**src/ibuf_pkg.sv**
```systemverilog
package ibuf_pkg;

  localparam int VADDR_W         = 32;
  localparam int LINE_WORDS      = 4;
  localparam int LINE_W          = 128;
  localparam int DISP_SIZE       = 4;
  localparam int INST_BUF_SIZE   = 4;
  localparam int ARITH_DISP_SIZE = 2;
  localparam int MEM_DISP_SIZE   = 1;

  // derived widths
  localparam int WORD_POS_W = $clog2(LINE_WORDS);
  localparam int BUF_PTR_W  = $clog2(INST_BUF_SIZE);
  localparam int CNT_W      = $clog2(DISP_SIZE) + 1;   // 0..DISP_SIZE

  typedef enum logic [1:0] {
    CAT_ARITH = 2'd0,
    CAT_LD    = 2'd1,
    CAT_ST    = 2'd2,
    CAT_OTHER = 2'd3
  } inst_cat_t;

  // rv32 major opcodes
  localparam logic [6:0] OPC_LOAD   = 7'b0000011;
  localparam logic [6:0] OPC_STORE  = 7'b0100011;
  localparam logic [6:0] OPC_OP     = 7'b0110011;
  localparam logic [6:0] OPC_OP_IMM = 7'b0010011;
  localparam logic [6:0] OPC_LUI    = 7'b0110111;
  localparam logic [6:0] OPC_AUIPC  = 7'b0010111;

endpackage

```
**src/ibuf_decode_slot.sv**
```systemverilog
`timescale 1ns/10ps

module ibuf_decode_slot import ibuf_pkg::*; (
  input  logic [31:0] i_word,
  input  logic        i_word_valid,
  output inst_cat_t   o_cat,
  output logic        o_rd_valid,
  output logic        o_rs1_valid,
  output logic        o_rs2_valid,
  output logic        o_is_arith,
  output logic        o_is_mem
);

  logic [6:0] w_opc;
  logic       w_mem_class;

  assign w_opc = i_word[6:0];

  always_comb begin
    o_rd_valid  = 1'b1;
    o_rs1_valid = 1'b1;
    o_rs2_valid = 1'b0;
    case (w_opc)
      OPC_LOAD: begin
        o_cat = CAT_LD;
      end
      OPC_STORE: begin
        o_cat       = CAT_ST;
        o_rd_valid  = 1'b0;
        o_rs2_valid = 1'b1;
      end
      OPC_OP: begin
        o_cat       = CAT_ARITH;
        o_rs2_valid = 1'b1;
      end
      OPC_OP_IMM: begin
        o_cat = CAT_ARITH;
      end
      OPC_LUI, OPC_AUIPC: begin
        o_cat       = CAT_ARITH;
        o_rs1_valid = 1'b0;   // upper immediate only
      end
      default: begin
        o_cat = CAT_OTHER;    // still takes an arith lane
      end
    endcase
  end

  assign w_mem_class = (o_cat == CAT_LD) || (o_cat == CAT_ST);

  // anything not load/store goes to the arith lanes
  assign o_is_mem   = i_word_valid & w_mem_class;
  assign o_is_arith = i_word_valid & ~w_mem_class;

endmodule

```
**src/ibuf_disp_merge.sv**
```systemverilog
`timescale 1ns/10ps

module ibuf_disp_merge import ibuf_pkg::*; (
  input  logic [DISP_SIZE-1:0]              i_arith_pick,
  input  logic [DISP_SIZE-1:0]              i_mem_pick,
  input  logic [DISP_SIZE-1:0][31:0]        i_win_word,
  input  logic [VADDR_W-1:0]                i_head_pc,
  input  inst_cat_t [DISP_SIZE-1:0]         i_cat,
  input  logic [DISP_SIZE-1:0]              i_rd_valid,
  input  logic [DISP_SIZE-1:0]              i_rs1_valid,
  input  logic [DISP_SIZE-1:0]              i_rs2_valid,
  input  logic                              i_disp_ready,

  output logic [CNT_W-1:0]                  o_consume_cnt,

  output logic                              o_disp_valid,
  output logic [DISP_SIZE-1:0]              o_disp_slot_valid,
  output logic [DISP_SIZE-1:0][31:0]        o_disp_inst,
  output logic [DISP_SIZE-1:0][VADDR_W-1:0] o_disp_pc,
  output inst_cat_t [DISP_SIZE-1:0]         o_disp_cat,
  output logic [DISP_SIZE-1:0]              o_disp_rd_valid,
  output logic [DISP_SIZE-1:0]              o_disp_rs1_valid,
  output logic [DISP_SIZE-1:0]              o_disp_rs2_valid
);

  logic [DISP_SIZE-1:0] w_disp_or;
  logic [DISP_SIZE-1:0] w_disp_mask;
  logic [CNT_W-1:0]     w_disp_cnt;
  logic                 w_fire;

  assign w_disp_or = i_arith_pick | i_mem_pick;

  // stop at the first slot that no lane took
  always_comb begin
    logic run;
    run = 1'b1;
    for (int d = 0; d < DISP_SIZE; d++) begin
      run            = run & w_disp_or[d];
      w_disp_mask[d] = run;
    end
  end

  always_comb begin
    w_disp_cnt = '0;
    for (int d = 0; d < DISP_SIZE; d++) begin
      w_disp_cnt = w_disp_cnt + CNT_W'(w_disp_mask[d]);
    end
  end

  assign o_disp_valid      = |w_disp_mask;
  assign o_disp_slot_valid = w_disp_mask;
  assign w_fire            = o_disp_valid & i_disp_ready;
  assign o_consume_cnt     = w_fire ? w_disp_cnt : '0;

  for (genvar d = 0; d < DISP_SIZE; d++) begin : g_slot
    always_comb begin
      if (w_disp_mask[d]) begin
        o_disp_inst[d]      = i_win_word[d];
        o_disp_pc[d]        = i_head_pc + VADDR_W'(4 * d);
        o_disp_cat[d]       = i_cat[d];
        o_disp_rd_valid[d]  = i_rd_valid[d];
        o_disp_rs1_valid[d] = i_rs1_valid[d];
        o_disp_rs2_valid[d] = i_rs2_valid[d];
      end else begin
        o_disp_inst[d]      = '0;
        o_disp_pc[d]        = '0;
        o_disp_cat[d]       = CAT_ARITH;   // zero encoding
        o_disp_rd_valid[d]  = 1'b0;
        o_disp_rs1_valid[d] = 1'b0;
        o_disp_rs2_valid[d] = 1'b0;
      end
    end
  end

endmodule

```
**src/ibuf_fetch_queue.sv**
```systemverilog
`timescale 1ns/10ps

module ibuf_fetch_queue import ibuf_pkg::*; (
  input  logic                       i_clk,
  input  logic                       i_reset_n,

  input  logic                       i_fetch_valid,
  output logic                       o_fetch_ready,
  input  logic [VADDR_W-1:0]         i_fetch_pc,
  input  logic [LINE_W-1:0]          i_fetch_line,

  input  logic [CNT_W-1:0]           i_consume_cnt,

  output logic [DISP_SIZE-1:0][31:0] o_win_word,
  output logic [DISP_SIZE-1:0]       o_win_valid,
  output logic [VADDR_W-1:0]         o_head_pc
);

  logic [LINE_W-1:0]        r_line [INST_BUF_SIZE];
  logic [VADDR_W-1:0]       r_pc   [INST_BUF_SIZE];
  logic [INST_BUF_SIZE-1:0] r_vld;
  logic [BUF_PTR_W-1:0]     r_in_ptr;
  logic [BUF_PTR_W-1:0]     r_out_ptr;
  logic [WORD_POS_W-1:0]    r_head_pos;

  logic                     w_push;
  logic                     w_pop;
  logic [CNT_W-1:0]         w_pos_sum;

  assign o_fetch_ready = ~(&r_vld);   // full only when every entry holds a line
  assign w_push        = i_fetch_valid & o_fetch_ready;

  // consume count is already zero when the group does not fire
  assign w_pos_sum = CNT_W'(r_head_pos) + i_consume_cnt;
  assign w_pop     = w_pos_sum >= CNT_W'(LINE_WORDS);

  always_ff @(posedge i_clk or negedge i_reset_n) begin
    if (!i_reset_n) begin
      r_vld      <= '0;
      r_in_ptr   <= '0;
      r_out_ptr  <= '0;
      r_head_pos <= '0;
    end else begin
      if (w_push) begin
        r_vld[r_in_ptr] <= 1'b1;
        r_in_ptr        <= r_in_ptr + 1'b1;
      end
      if (w_pop) begin
        r_vld[r_out_ptr] <= 1'b0;   // head line fully dispatched
        r_out_ptr        <= r_out_ptr + 1'b1;
        r_head_pos       <= '0;
      end else begin
        r_head_pos <= w_pos_sum[WORD_POS_W-1:0];
      end
    end
  end

  always_ff @(posedge i_clk) begin
    if (w_push) begin
      r_line[r_in_ptr] <= i_fetch_line;
      r_pc[r_in_ptr]   <= i_fetch_pc;
    end
  end

  // head line rotated so that slot 0 is the next word to dispatch
  for (genvar d = 0; d < DISP_SIZE; d++) begin : g_win
    logic [WORD_POS_W:0] w_pos;

    assign w_pos          = (WORD_POS_W+1)'(r_head_pos) + (WORD_POS_W+1)'(d);
    assign o_win_valid[d] = r_vld[r_out_ptr] & (w_pos < (WORD_POS_W+1)'(LINE_WORDS));
    assign o_win_word[d]  = r_line[r_out_ptr][w_pos[WORD_POS_W-1:0]*32 +: 32];
  end

  assign o_head_pc = r_pc[r_out_ptr] + VADDR_W'({r_head_pos, 2'b00});

endmodule

```
**src/ibuf_lane_pick.sv**
```systemverilog
`timescale 1ns/10ps

module ibuf_lane_pick import ibuf_pkg::*; #(
  parameter int NUM = 1
) (
  input  logic [DISP_SIZE-1:0] i_req,
  output logic [DISP_SIZE-1:0] o_pick
);

  // first NUM requests in slot order win
  always_comb begin
    int taken;
    taken  = 0;
    o_pick = '0;
    for (int i = 0; i < DISP_SIZE; i++) begin
      if (i_req[i] && (taken < NUM)) begin
        o_pick[i] = 1'b1;
        taken     = taken + 1;
      end
    end
  end

endmodule

```
**src/ibuf_top.sv**
```systemverilog
`timescale 1ns/10ps

module ibuf_top import ibuf_pkg::*; (
  input  logic                              i_clk,
  input  logic                              i_reset_n,

  input  logic                              i_fetch_valid,
  output logic                              o_fetch_ready,
  input  logic [VADDR_W-1:0]                i_fetch_pc,
  input  logic [LINE_W-1:0]                 i_fetch_line,

  output logic                              o_disp_valid,
  output logic [DISP_SIZE-1:0]              o_disp_slot_valid,
  output logic [DISP_SIZE-1:0][31:0]        o_disp_inst,
  output logic [DISP_SIZE-1:0][VADDR_W-1:0] o_disp_pc,
  output inst_cat_t [DISP_SIZE-1:0]         o_disp_cat,
  output logic [DISP_SIZE-1:0]              o_disp_rd_valid,
  output logic [DISP_SIZE-1:0]              o_disp_rs1_valid,
  output logic [DISP_SIZE-1:0]              o_disp_rs2_valid,
  input  logic                              i_disp_ready
);

  logic [DISP_SIZE-1:0][31:0] w_win_word;
  logic [DISP_SIZE-1:0]       w_win_valid;
  logic [VADDR_W-1:0]         w_head_pc;
  logic [CNT_W-1:0]           w_consume_cnt;

  inst_cat_t [DISP_SIZE-1:0]  w_cat;
  logic [DISP_SIZE-1:0]       w_rd_valid;
  logic [DISP_SIZE-1:0]       w_rs1_valid;
  logic [DISP_SIZE-1:0]       w_rs2_valid;
  logic [DISP_SIZE-1:0]       w_is_arith;
  logic [DISP_SIZE-1:0]       w_is_mem;

  logic [DISP_SIZE-1:0]       w_arith_pick;
  logic [DISP_SIZE-1:0]       w_mem_pick;

  ibuf_fetch_queue u_fetch_queue (
    .i_clk         (i_clk),
    .i_reset_n     (i_reset_n),
    .i_fetch_valid (i_fetch_valid),
    .o_fetch_ready (o_fetch_ready),
    .i_fetch_pc    (i_fetch_pc),
    .i_fetch_line  (i_fetch_line),
    .i_consume_cnt (w_consume_cnt),
    .o_win_word    (w_win_word),
    .o_win_valid   (w_win_valid),
    .o_head_pc     (w_head_pc)
  );

  for (genvar d = 0; d < DISP_SIZE; d++) begin : g_dec
    ibuf_decode_slot u_decode_slot (
      .i_word       (w_win_word[d]),
      .i_word_valid (w_win_valid[d]),
      .o_cat        (w_cat[d]),
      .o_rd_valid   (w_rd_valid[d]),
      .o_rs1_valid  (w_rs1_valid[d]),
      .o_rs2_valid  (w_rs2_valid[d]),
      .o_is_arith   (w_is_arith[d]),
      .o_is_mem     (w_is_mem[d])
    );
  end

  ibuf_lane_pick #(.NUM(ARITH_DISP_SIZE)) u_arith_pick (
    .i_req  (w_is_arith),
    .o_pick (w_arith_pick)
  );

  ibuf_lane_pick #(.NUM(MEM_DISP_SIZE)) u_mem_pick (
    .i_req  (w_is_mem),
    .o_pick (w_mem_pick)
  );

  ibuf_disp_merge u_disp_merge (
    .i_arith_pick      (w_arith_pick),
    .i_mem_pick        (w_mem_pick),
    .i_win_word        (w_win_word),
    .i_head_pc         (w_head_pc),
    .i_cat             (w_cat),
    .i_rd_valid        (w_rd_valid),
    .i_rs1_valid       (w_rs1_valid),
    .i_rs2_valid       (w_rs2_valid),
    .i_disp_ready      (i_disp_ready),
    .o_consume_cnt     (w_consume_cnt),
    .o_disp_valid      (o_disp_valid),
    .o_disp_slot_valid (o_disp_slot_valid),
    .o_disp_inst       (o_disp_inst),
    .o_disp_pc         (o_disp_pc),
    .o_disp_cat        (o_disp_cat),
    .o_disp_rd_valid   (o_disp_rd_valid),
    .o_disp_rs1_valid  (o_disp_rs1_valid),
    .o_disp_rs2_valid  (o_disp_rs2_valid)
  );

endmodule

```
**config.mk**
```make
export PLATFORM = sky130hd
export DESIGN_NAME = ibuf_top
export DESIGN_NICKNAME = d
export VERILOG_FILES = /design/src/ibuf_pkg.sv /design/src/ibuf_decode_slot.sv /design/src/ibuf_disp_merge.sv /design/src/ibuf_fetch_queue.sv /design/src/ibuf_lane_pick.sv /design/src/ibuf_top.sv
export SDC_FILE = /design/constraint.sdc
export NUM_CORES = 1
export LEC_CHECK = 0
export BUFFER_PORTS_ARGS = -buffer_cell sky130_fd_sc_hd__buf_2
export CAP_MARGIN = 20
export CORE_MARGIN = 4
export CORE_UTILIZATION = 40
export CTS_CLUSTER_DIAMETER = 40
export DETAILED_ROUTE_END_ITERATION = 10
export PLACE_DENSITY = 0.68
export SYNTH_ARGS = -nofsm -noshare
export SYNTH_HDL_FRONTEND = slang
export SYNTH_SLANG_ARGS = --single-unit
```
**constraint.sdc**
```tcl
create_clock -name i_clk -period 11 [get_ports i_clk]
set_input_delay 1.65 -clock i_clk [delete_from_list [all_inputs] [get_ports i_clk]]
set_output_delay 1.65 -clock i_clk [all_outputs]
set_load 0.05 [all_outputs]
```
# [After elaboration in Yosys (flattened, before gate mapping)]
# Memory sizes are Yosys's and may differ from the RTL's.
# Index checks and enable logic that the tools add are counted.
[totals] ramBits=640 register_bits=10 memories=2 output_inout_bits=282 input_bits=164 mem_bits_ro=0 word_cells=192 latch_bits=0
[op_classes] multipliers=0 n_div=0 n_addsub=17 reduce_logical=26 muxes=66 n_bitwise=26 order_cmp=15 n_eq_ne=32 n_shift=4
[memory_table] memory="u_fetch_queue.r_line" depth=4 word_bits=128 rd=1 rd_clocked_by_memory_dff=0 wr=1 line="ibuf_fetch_queue.sv:19" rtl="logic [LINE_W-1:0] r_line [INST_BUF_SIZE];"
[memory_table] memory="u_fetch_queue.r_pc" depth=4 word_bits=32 rd=1 rd_clocked_by_memory_dff=0 wr=1 line="ibuf_fetch_queue.sv:20" rtl="logic [VADDR_W-1:0] r_pc [INST_BUF_SIZE];"
[ops] operator="variable part select 128 x 8 -> 32 bit" n=4
[ops] operator="2-to-1 mux 32 bit" n=12
[ops] operator="== test 7 x 6 -> 1 bit (second input constant)" n=12
[ops] operator="adder 32 x 2 -> 32 bit (second input constant)" n=2
[ops] operator="adder 32 x 4 -> 32 bit (second input constant)" n=2
[ops] operator="< comparator 32 x 2 -> 1 bit (second input constant)" n=2
[ops] operator="< comparator 32 x 3 -> 1 bit (second input constant)" n=2
[ops] operator="== test 7 x 5 -> 1 bit (second input constant)" n=8
[ops] operator="2-to-1 mux 1 bit" n=39
[ops] operator="adder 32 x 3 -> 32 bit (second input constant)" n=1
[ops] operator="adder 32 x 4 -> 32 bit" n=1
[ops] operator="== test 7 x 2 -> 1 bit (second input constant)" n=4
[ops] operator="case mux 2 bit (3 select lines)" n=4
[ops] operator="OR reduction 4 bit" n=5
[ops] operator="bitwise AND 1 bit" n=17
[ops] operator="OR reduction 2 bit" n=8
[ops] operator="2-to-1 mux 2 bit" n=5
[ops] operator="< comparator 2 x 3 -> 1 bit (second input constant)" n=3
[ops] operator="< comparator 3 bit (second input constant)" n=3
[ops] operator="== test 2 x 1 -> 1 bit (second input constant)" n=4
[ops] operator="== test 2 bit (second input constant)" n=4
[ops] operator="logical AND 1 bit" n=8
[ops] operator="2-to-1 mux 4 bit" n=2
[ops] operator="OR 4 bit" n=2
[ops] operator="19 further kinds" n=32

# [Depth between registers and ports, before layout]
# An unclocked memory read counts as a cell.
[depth] ltp_word=29 ltp_mapped=27 mapped_depth_nobuf=20

# [Hierarchy]
# From an unflattened synthesis, not the netlist that was laid out.
[unflattened] hier_cells=1772 area_unflattened_um2=31422.6
[modules_own_cells] module="ibuf_fetch_queue" area_per_inst_um2=27284.9 n_inst=1 cells_each=1126 seq_area_each_um2=19468.7
[modules_own_cells] module="ibuf_disp_merge" area_per_inst_um2=3753.6 n_inst=1 cells_each=589 seq_area_each_um2=0.0
[modules_own_cells] module="ibuf_decode_slot" area_per_inst_um2=66.3 n_inst=4 cells_each=11 seq_area_each_um2=0.0
[modules_own_cells] module="ibuf_lane_pick (u_arith_pick)" area_per_inst_um2=80.1 n_inst=1 cells_each=9 seq_area_each_um2=0.0
[modules_own_cells] module="ibuf_lane_pick (u_mem_pick)" area_per_inst_um2=38.8 n_inst=1 cells_each=4 seq_area_each_um2=0.0

# [Least setup slack after synthesis]
# Ideal clock, no wire load.
[synth_path] kind="reg-to-output" startpoint="register u_fetch_queue.r_out_ptr[0]" endpoint="output o_disp_pc[59] (netlist bit)" path_slack_ps=3101 n_path_buf=9 path_stages_with_launch=21 arrival_time_ps=6249 required_time_ps=9350 path_cell_list="dfrtp_1 > buf_6 > buf_12 > buf_12 > buf_6 > buf_4 > clkbuf_1 > buf_1 > mux4_2 > ha_1 > fa_1 > buf_2 > a211o_1 > and4_4 > nand4_1 > nand3_1 > a211oi_1 > nand3_1 > buf_2 > o31ai_1 > nor3b_1"
[synth_lines] item="from (decl)" line="ibuf_fetch_queue.sv:23" rtl="logic [BUF_PTR_W-1:0] r_out_ptr;"
[synth_lines] item="from (signal assigned)" line="ibuf_fetch_queue.sv:50" rtl="r_out_ptr <= r_out_ptr + 1'b1;"
[synth_lines] item="to (decl)" line="ibuf_top.sv:15" rtl="output logic [DISP_SIZE-1:0][VADDR_W-1:0] o_disp_pc,"

==> flow_summary.ini <==
[outcome]
status = finished clean

[sta]
tightest_slew_ns = 1.15
fin_setup_tns_ns = 0
post-route-min-period_ns = 8.41
setup_ws_ns = 2.59
rsz0062_at_grt = no
fin_crit_sh_pct = 76.5
relSlewSlack_pct = 22.9
skew_ns = 0.0138
final-max-slew-violation-count = 0
setup_viol = 0
fmax_mhz = 119
finalHoldViolCount = 0

[yosys]
synth_common_cells = edfxtp_1 (640), mux4_2 (259), and2_1 (121), nor2_1 (121), clkbuf_1 (67)
synth_edf_count = 640
syn-num-nets = 2042
synth.avg_cell_area_um2 = 17.0
ys_seq_elements = 650
synth_mux_area_share_pct = 20.5
syn-cell-area_mm2 = 0.0316
synth_compound_area_share_pct = 3.05
synth-xor-area-share_pct = 1.94
synthSimpleGateAreaFrac_pct = 9.42
yosysMostFrequentCell = edfxtp_1
yosysTopAreaCellShare_pct = 60.9
yosysWarnings = 0
synth_top_family_by_area = multiplexers
netlist_instances = 1854
yosysUniqueCellTypes = 84
yosysSeqAreaShare_pct = 61.7
yosys.area.top_type = edfxtp_1
ys_async_sr_fraction_pct = 1.54
ys_top_cells_by_area = edfxtp_1 (61%), mux4_2 (18%), and2_1 (2.4%)
synthFlopType = edfxtp_1
synthAdderAreaFrac_pct = 1.02

[floorplan]
fp.dieW_um = 289
chipHeight_um = 289
die_area_mm2 = 0.0834
start_util_pct = 40.5
io_pins = 446
core_mm2 = 0.0778
rows = 102

[hold_path]
worst_hold_path_type = reg -> reg
min_delay_worst_endpoint = u_fetch_queue.r_vld[2]
hold_start = u_fetch_queue.r_vld[2]
hold_depth = 1

[cts]
clockBufferDepth = 3
cts.repair.resized = 0
cts_setup_buffers = 0
htree_levels = 3
clkSinkCount = 650
ctsHoldBuffers = 0
cts_root_buf = clkbuf_16
cts_tree = done
worstSkewPairLatency_ns = 0.61
cts_buffers = 82
clk_pin_slew_ns = 0.06

[routing]
drtAntennaViolNets = 0
dr_total_vias = 19862
drt_iter0_drc = 1464
vias_per_cell = 5.82
drt_first_pass_iters = 5
routed_wl_um = 93000
drc = 0
wl_per_cell_um = 27.2

[place]
io_buffers = 445
gp_congestion = 0.894
hpwl_um = 63300
place_ws_ns = 3.22

[setup_path]
arrival_ns = 6.76
cp.required_ns = 9.35
critical_path_class = reg -> out
r2r_end = u_fetch_queue.r_vld[0]
end_kind = output port
reg2reg_from = u_fetch_queue.r_head_pos[0]
cpPeakStageDelay_ns = 0.75
crit_path_cell_trace = inv_4 > ha_2 > inv_2 > buf_4 > mux4_2 > nor3_1 > nand3_1 > and2_1 > ha_1 > a21oi_1 > a31o_2 > nand4_1 > buf_4 > inv_2 > o311a_1 > buf_2
reg2reg_depth = 20
cp-start-kind = flip-flop
crit_fanout = 43
reg2reg_slack_ns = 3.70
cp_slowest_cell = inv_2

[global_route]
grt_usage_pct = 21.7
grt_max_degree = 68
antenna_found_initial = 36
grt_pass1_wl_um = 134000
grt_pass1_vias = 19925
grt_overflow = 0

[final_layout]
area_growth_pct = 18.9
nNetsFinal = 2476
drive_gt1_share_pct = 38.4

[job]
drv_cap = 0
## per-layer routing
layer	vias up	GRT usage [%]	share of wire [%]
met2	995	36.5	49
met3	190	5.47	9.2
met1	10191	27.9	39
met4	32	6.70	2.6
met5	-	0	0.21
li1	8454	-	-
## cells by family (layout without fill, tap and decap cells)
kind of cell / Yosys count / in the layout
XOR/XNOR: 69 / 69
multiplexers: 286 / 286
adder cells (fa/ha/maj): 24 / 24
flip-flops: 650 / 650
AO/OA/AOI/OAI: 135 / 135
buffers and inverters: 154 / 656
AND/OR/NAND/NOR: 536 / 536
other: 0 / 19
## sequential cells by signal (all words and copies together) (netlist names)
| signal | count |
|---|---|
| u_fetch_queue.r_vld | 4 |
| u_fetch_queue.r_pc | 128 |
| u_fetch_queue.r_in_ptr | 2 |
| u_fetch_queue.r_line | 512 |
| u_fetch_queue.r_out_ptr | 2 |
| u_fetch_queue.r_head_pos | 2 |
## worst max-delay path by stage
stage | end | from | slack, ns | cells after the start
after global routing | o_disp_pc[74] | u_fetch_queue.r_head_pos[0] | 2.13 | 16
final | o_disp_pc[74] | u_fetch_queue.r_head_pos[0] | 2.59 | 16
after detailed placement | o_disp_pc[74] | u_fetch_queue.r_head_pos[0] | 3.22 | 16
after floorplan | o_disp_pc[59] | u_fetch_queue.r_out_ptr[0] | 3.10 | 20
after CTS | o_disp_pc[74] | u_fetch_queue.r_head_pos[0] | 2.50 | 16
after global placement | o_disp_pc[74] | u_fetch_queue.r_head_pos[0] | 3.39 | 16
## layout by cell type (no fill, tap or decap), types with 10 or more instances in the layout
cell       count
mux4_1        23
and2_1       121
nand2_1       60
nand4_1       19
inv_1         22
diode_2       19
edfxtp_1     640
nor2_1       121
and4_1        14
a31oi_1       19
clkinv_1      10
clkbuf_16     83
nand3_1       33
nor4_1        24
buf_4         28
a21oi_1       27
xor2_1        20
and3_1        11
nor3_1        44
ha_1          20
inv_6         12
o21ai_0       21
mux4_2       259
buf_2        445
nor2b_1       35
xnor2_1       48
## worst max-delay path, delay by kind of cell, from the launching register on
kind | cells | cell delay (ns)
multiplexers | 1 | 0.64
AO/OA/AOI/OAI | 3 | 0.59
adder cells (fa/ha/maj) | 2 | 0.66
AND/OR/NAND/NOR | 4 | 0.94
flip-flops | 1 | 0.68
buffers and inverters | 6 | 2.56
## final cells by class
type,instances,area [um^2]
Fill cell,6640,40300
Sequential cell,650,19500
Inverter,29,111
Antenna cell,19,47.5
Tap cell,1040,1300
Multi-Input combinational cell,1050,11400
Clock inverter,62,646
Timing Repair Buffer,475,2470
Clock buffer,90,2100
## metrics by stage
| stage | hold slack [ns] | instances | cell area (um^2) | utilization (%) |
|---|---|---|---|---|
| finish | 0.586 | 3415 | 37500 | 48.2 |
| global placement | 0.540 | 3241 | 34700 | 44.6 |
| detailed placement | 0.564 | 3242 | 34700 | 44.6 |
| CTS | 0.577 | 3394 | 37500 | 48.1 |
| global route | 0.601 | 3404 | 37500 | 48.2 |
| floorplan | 0.525 | 1854 | 31600 | - |
Power is not shown: default switching activity piles up to over one toggle a cycle in this logic, so the estimate is an artifact.
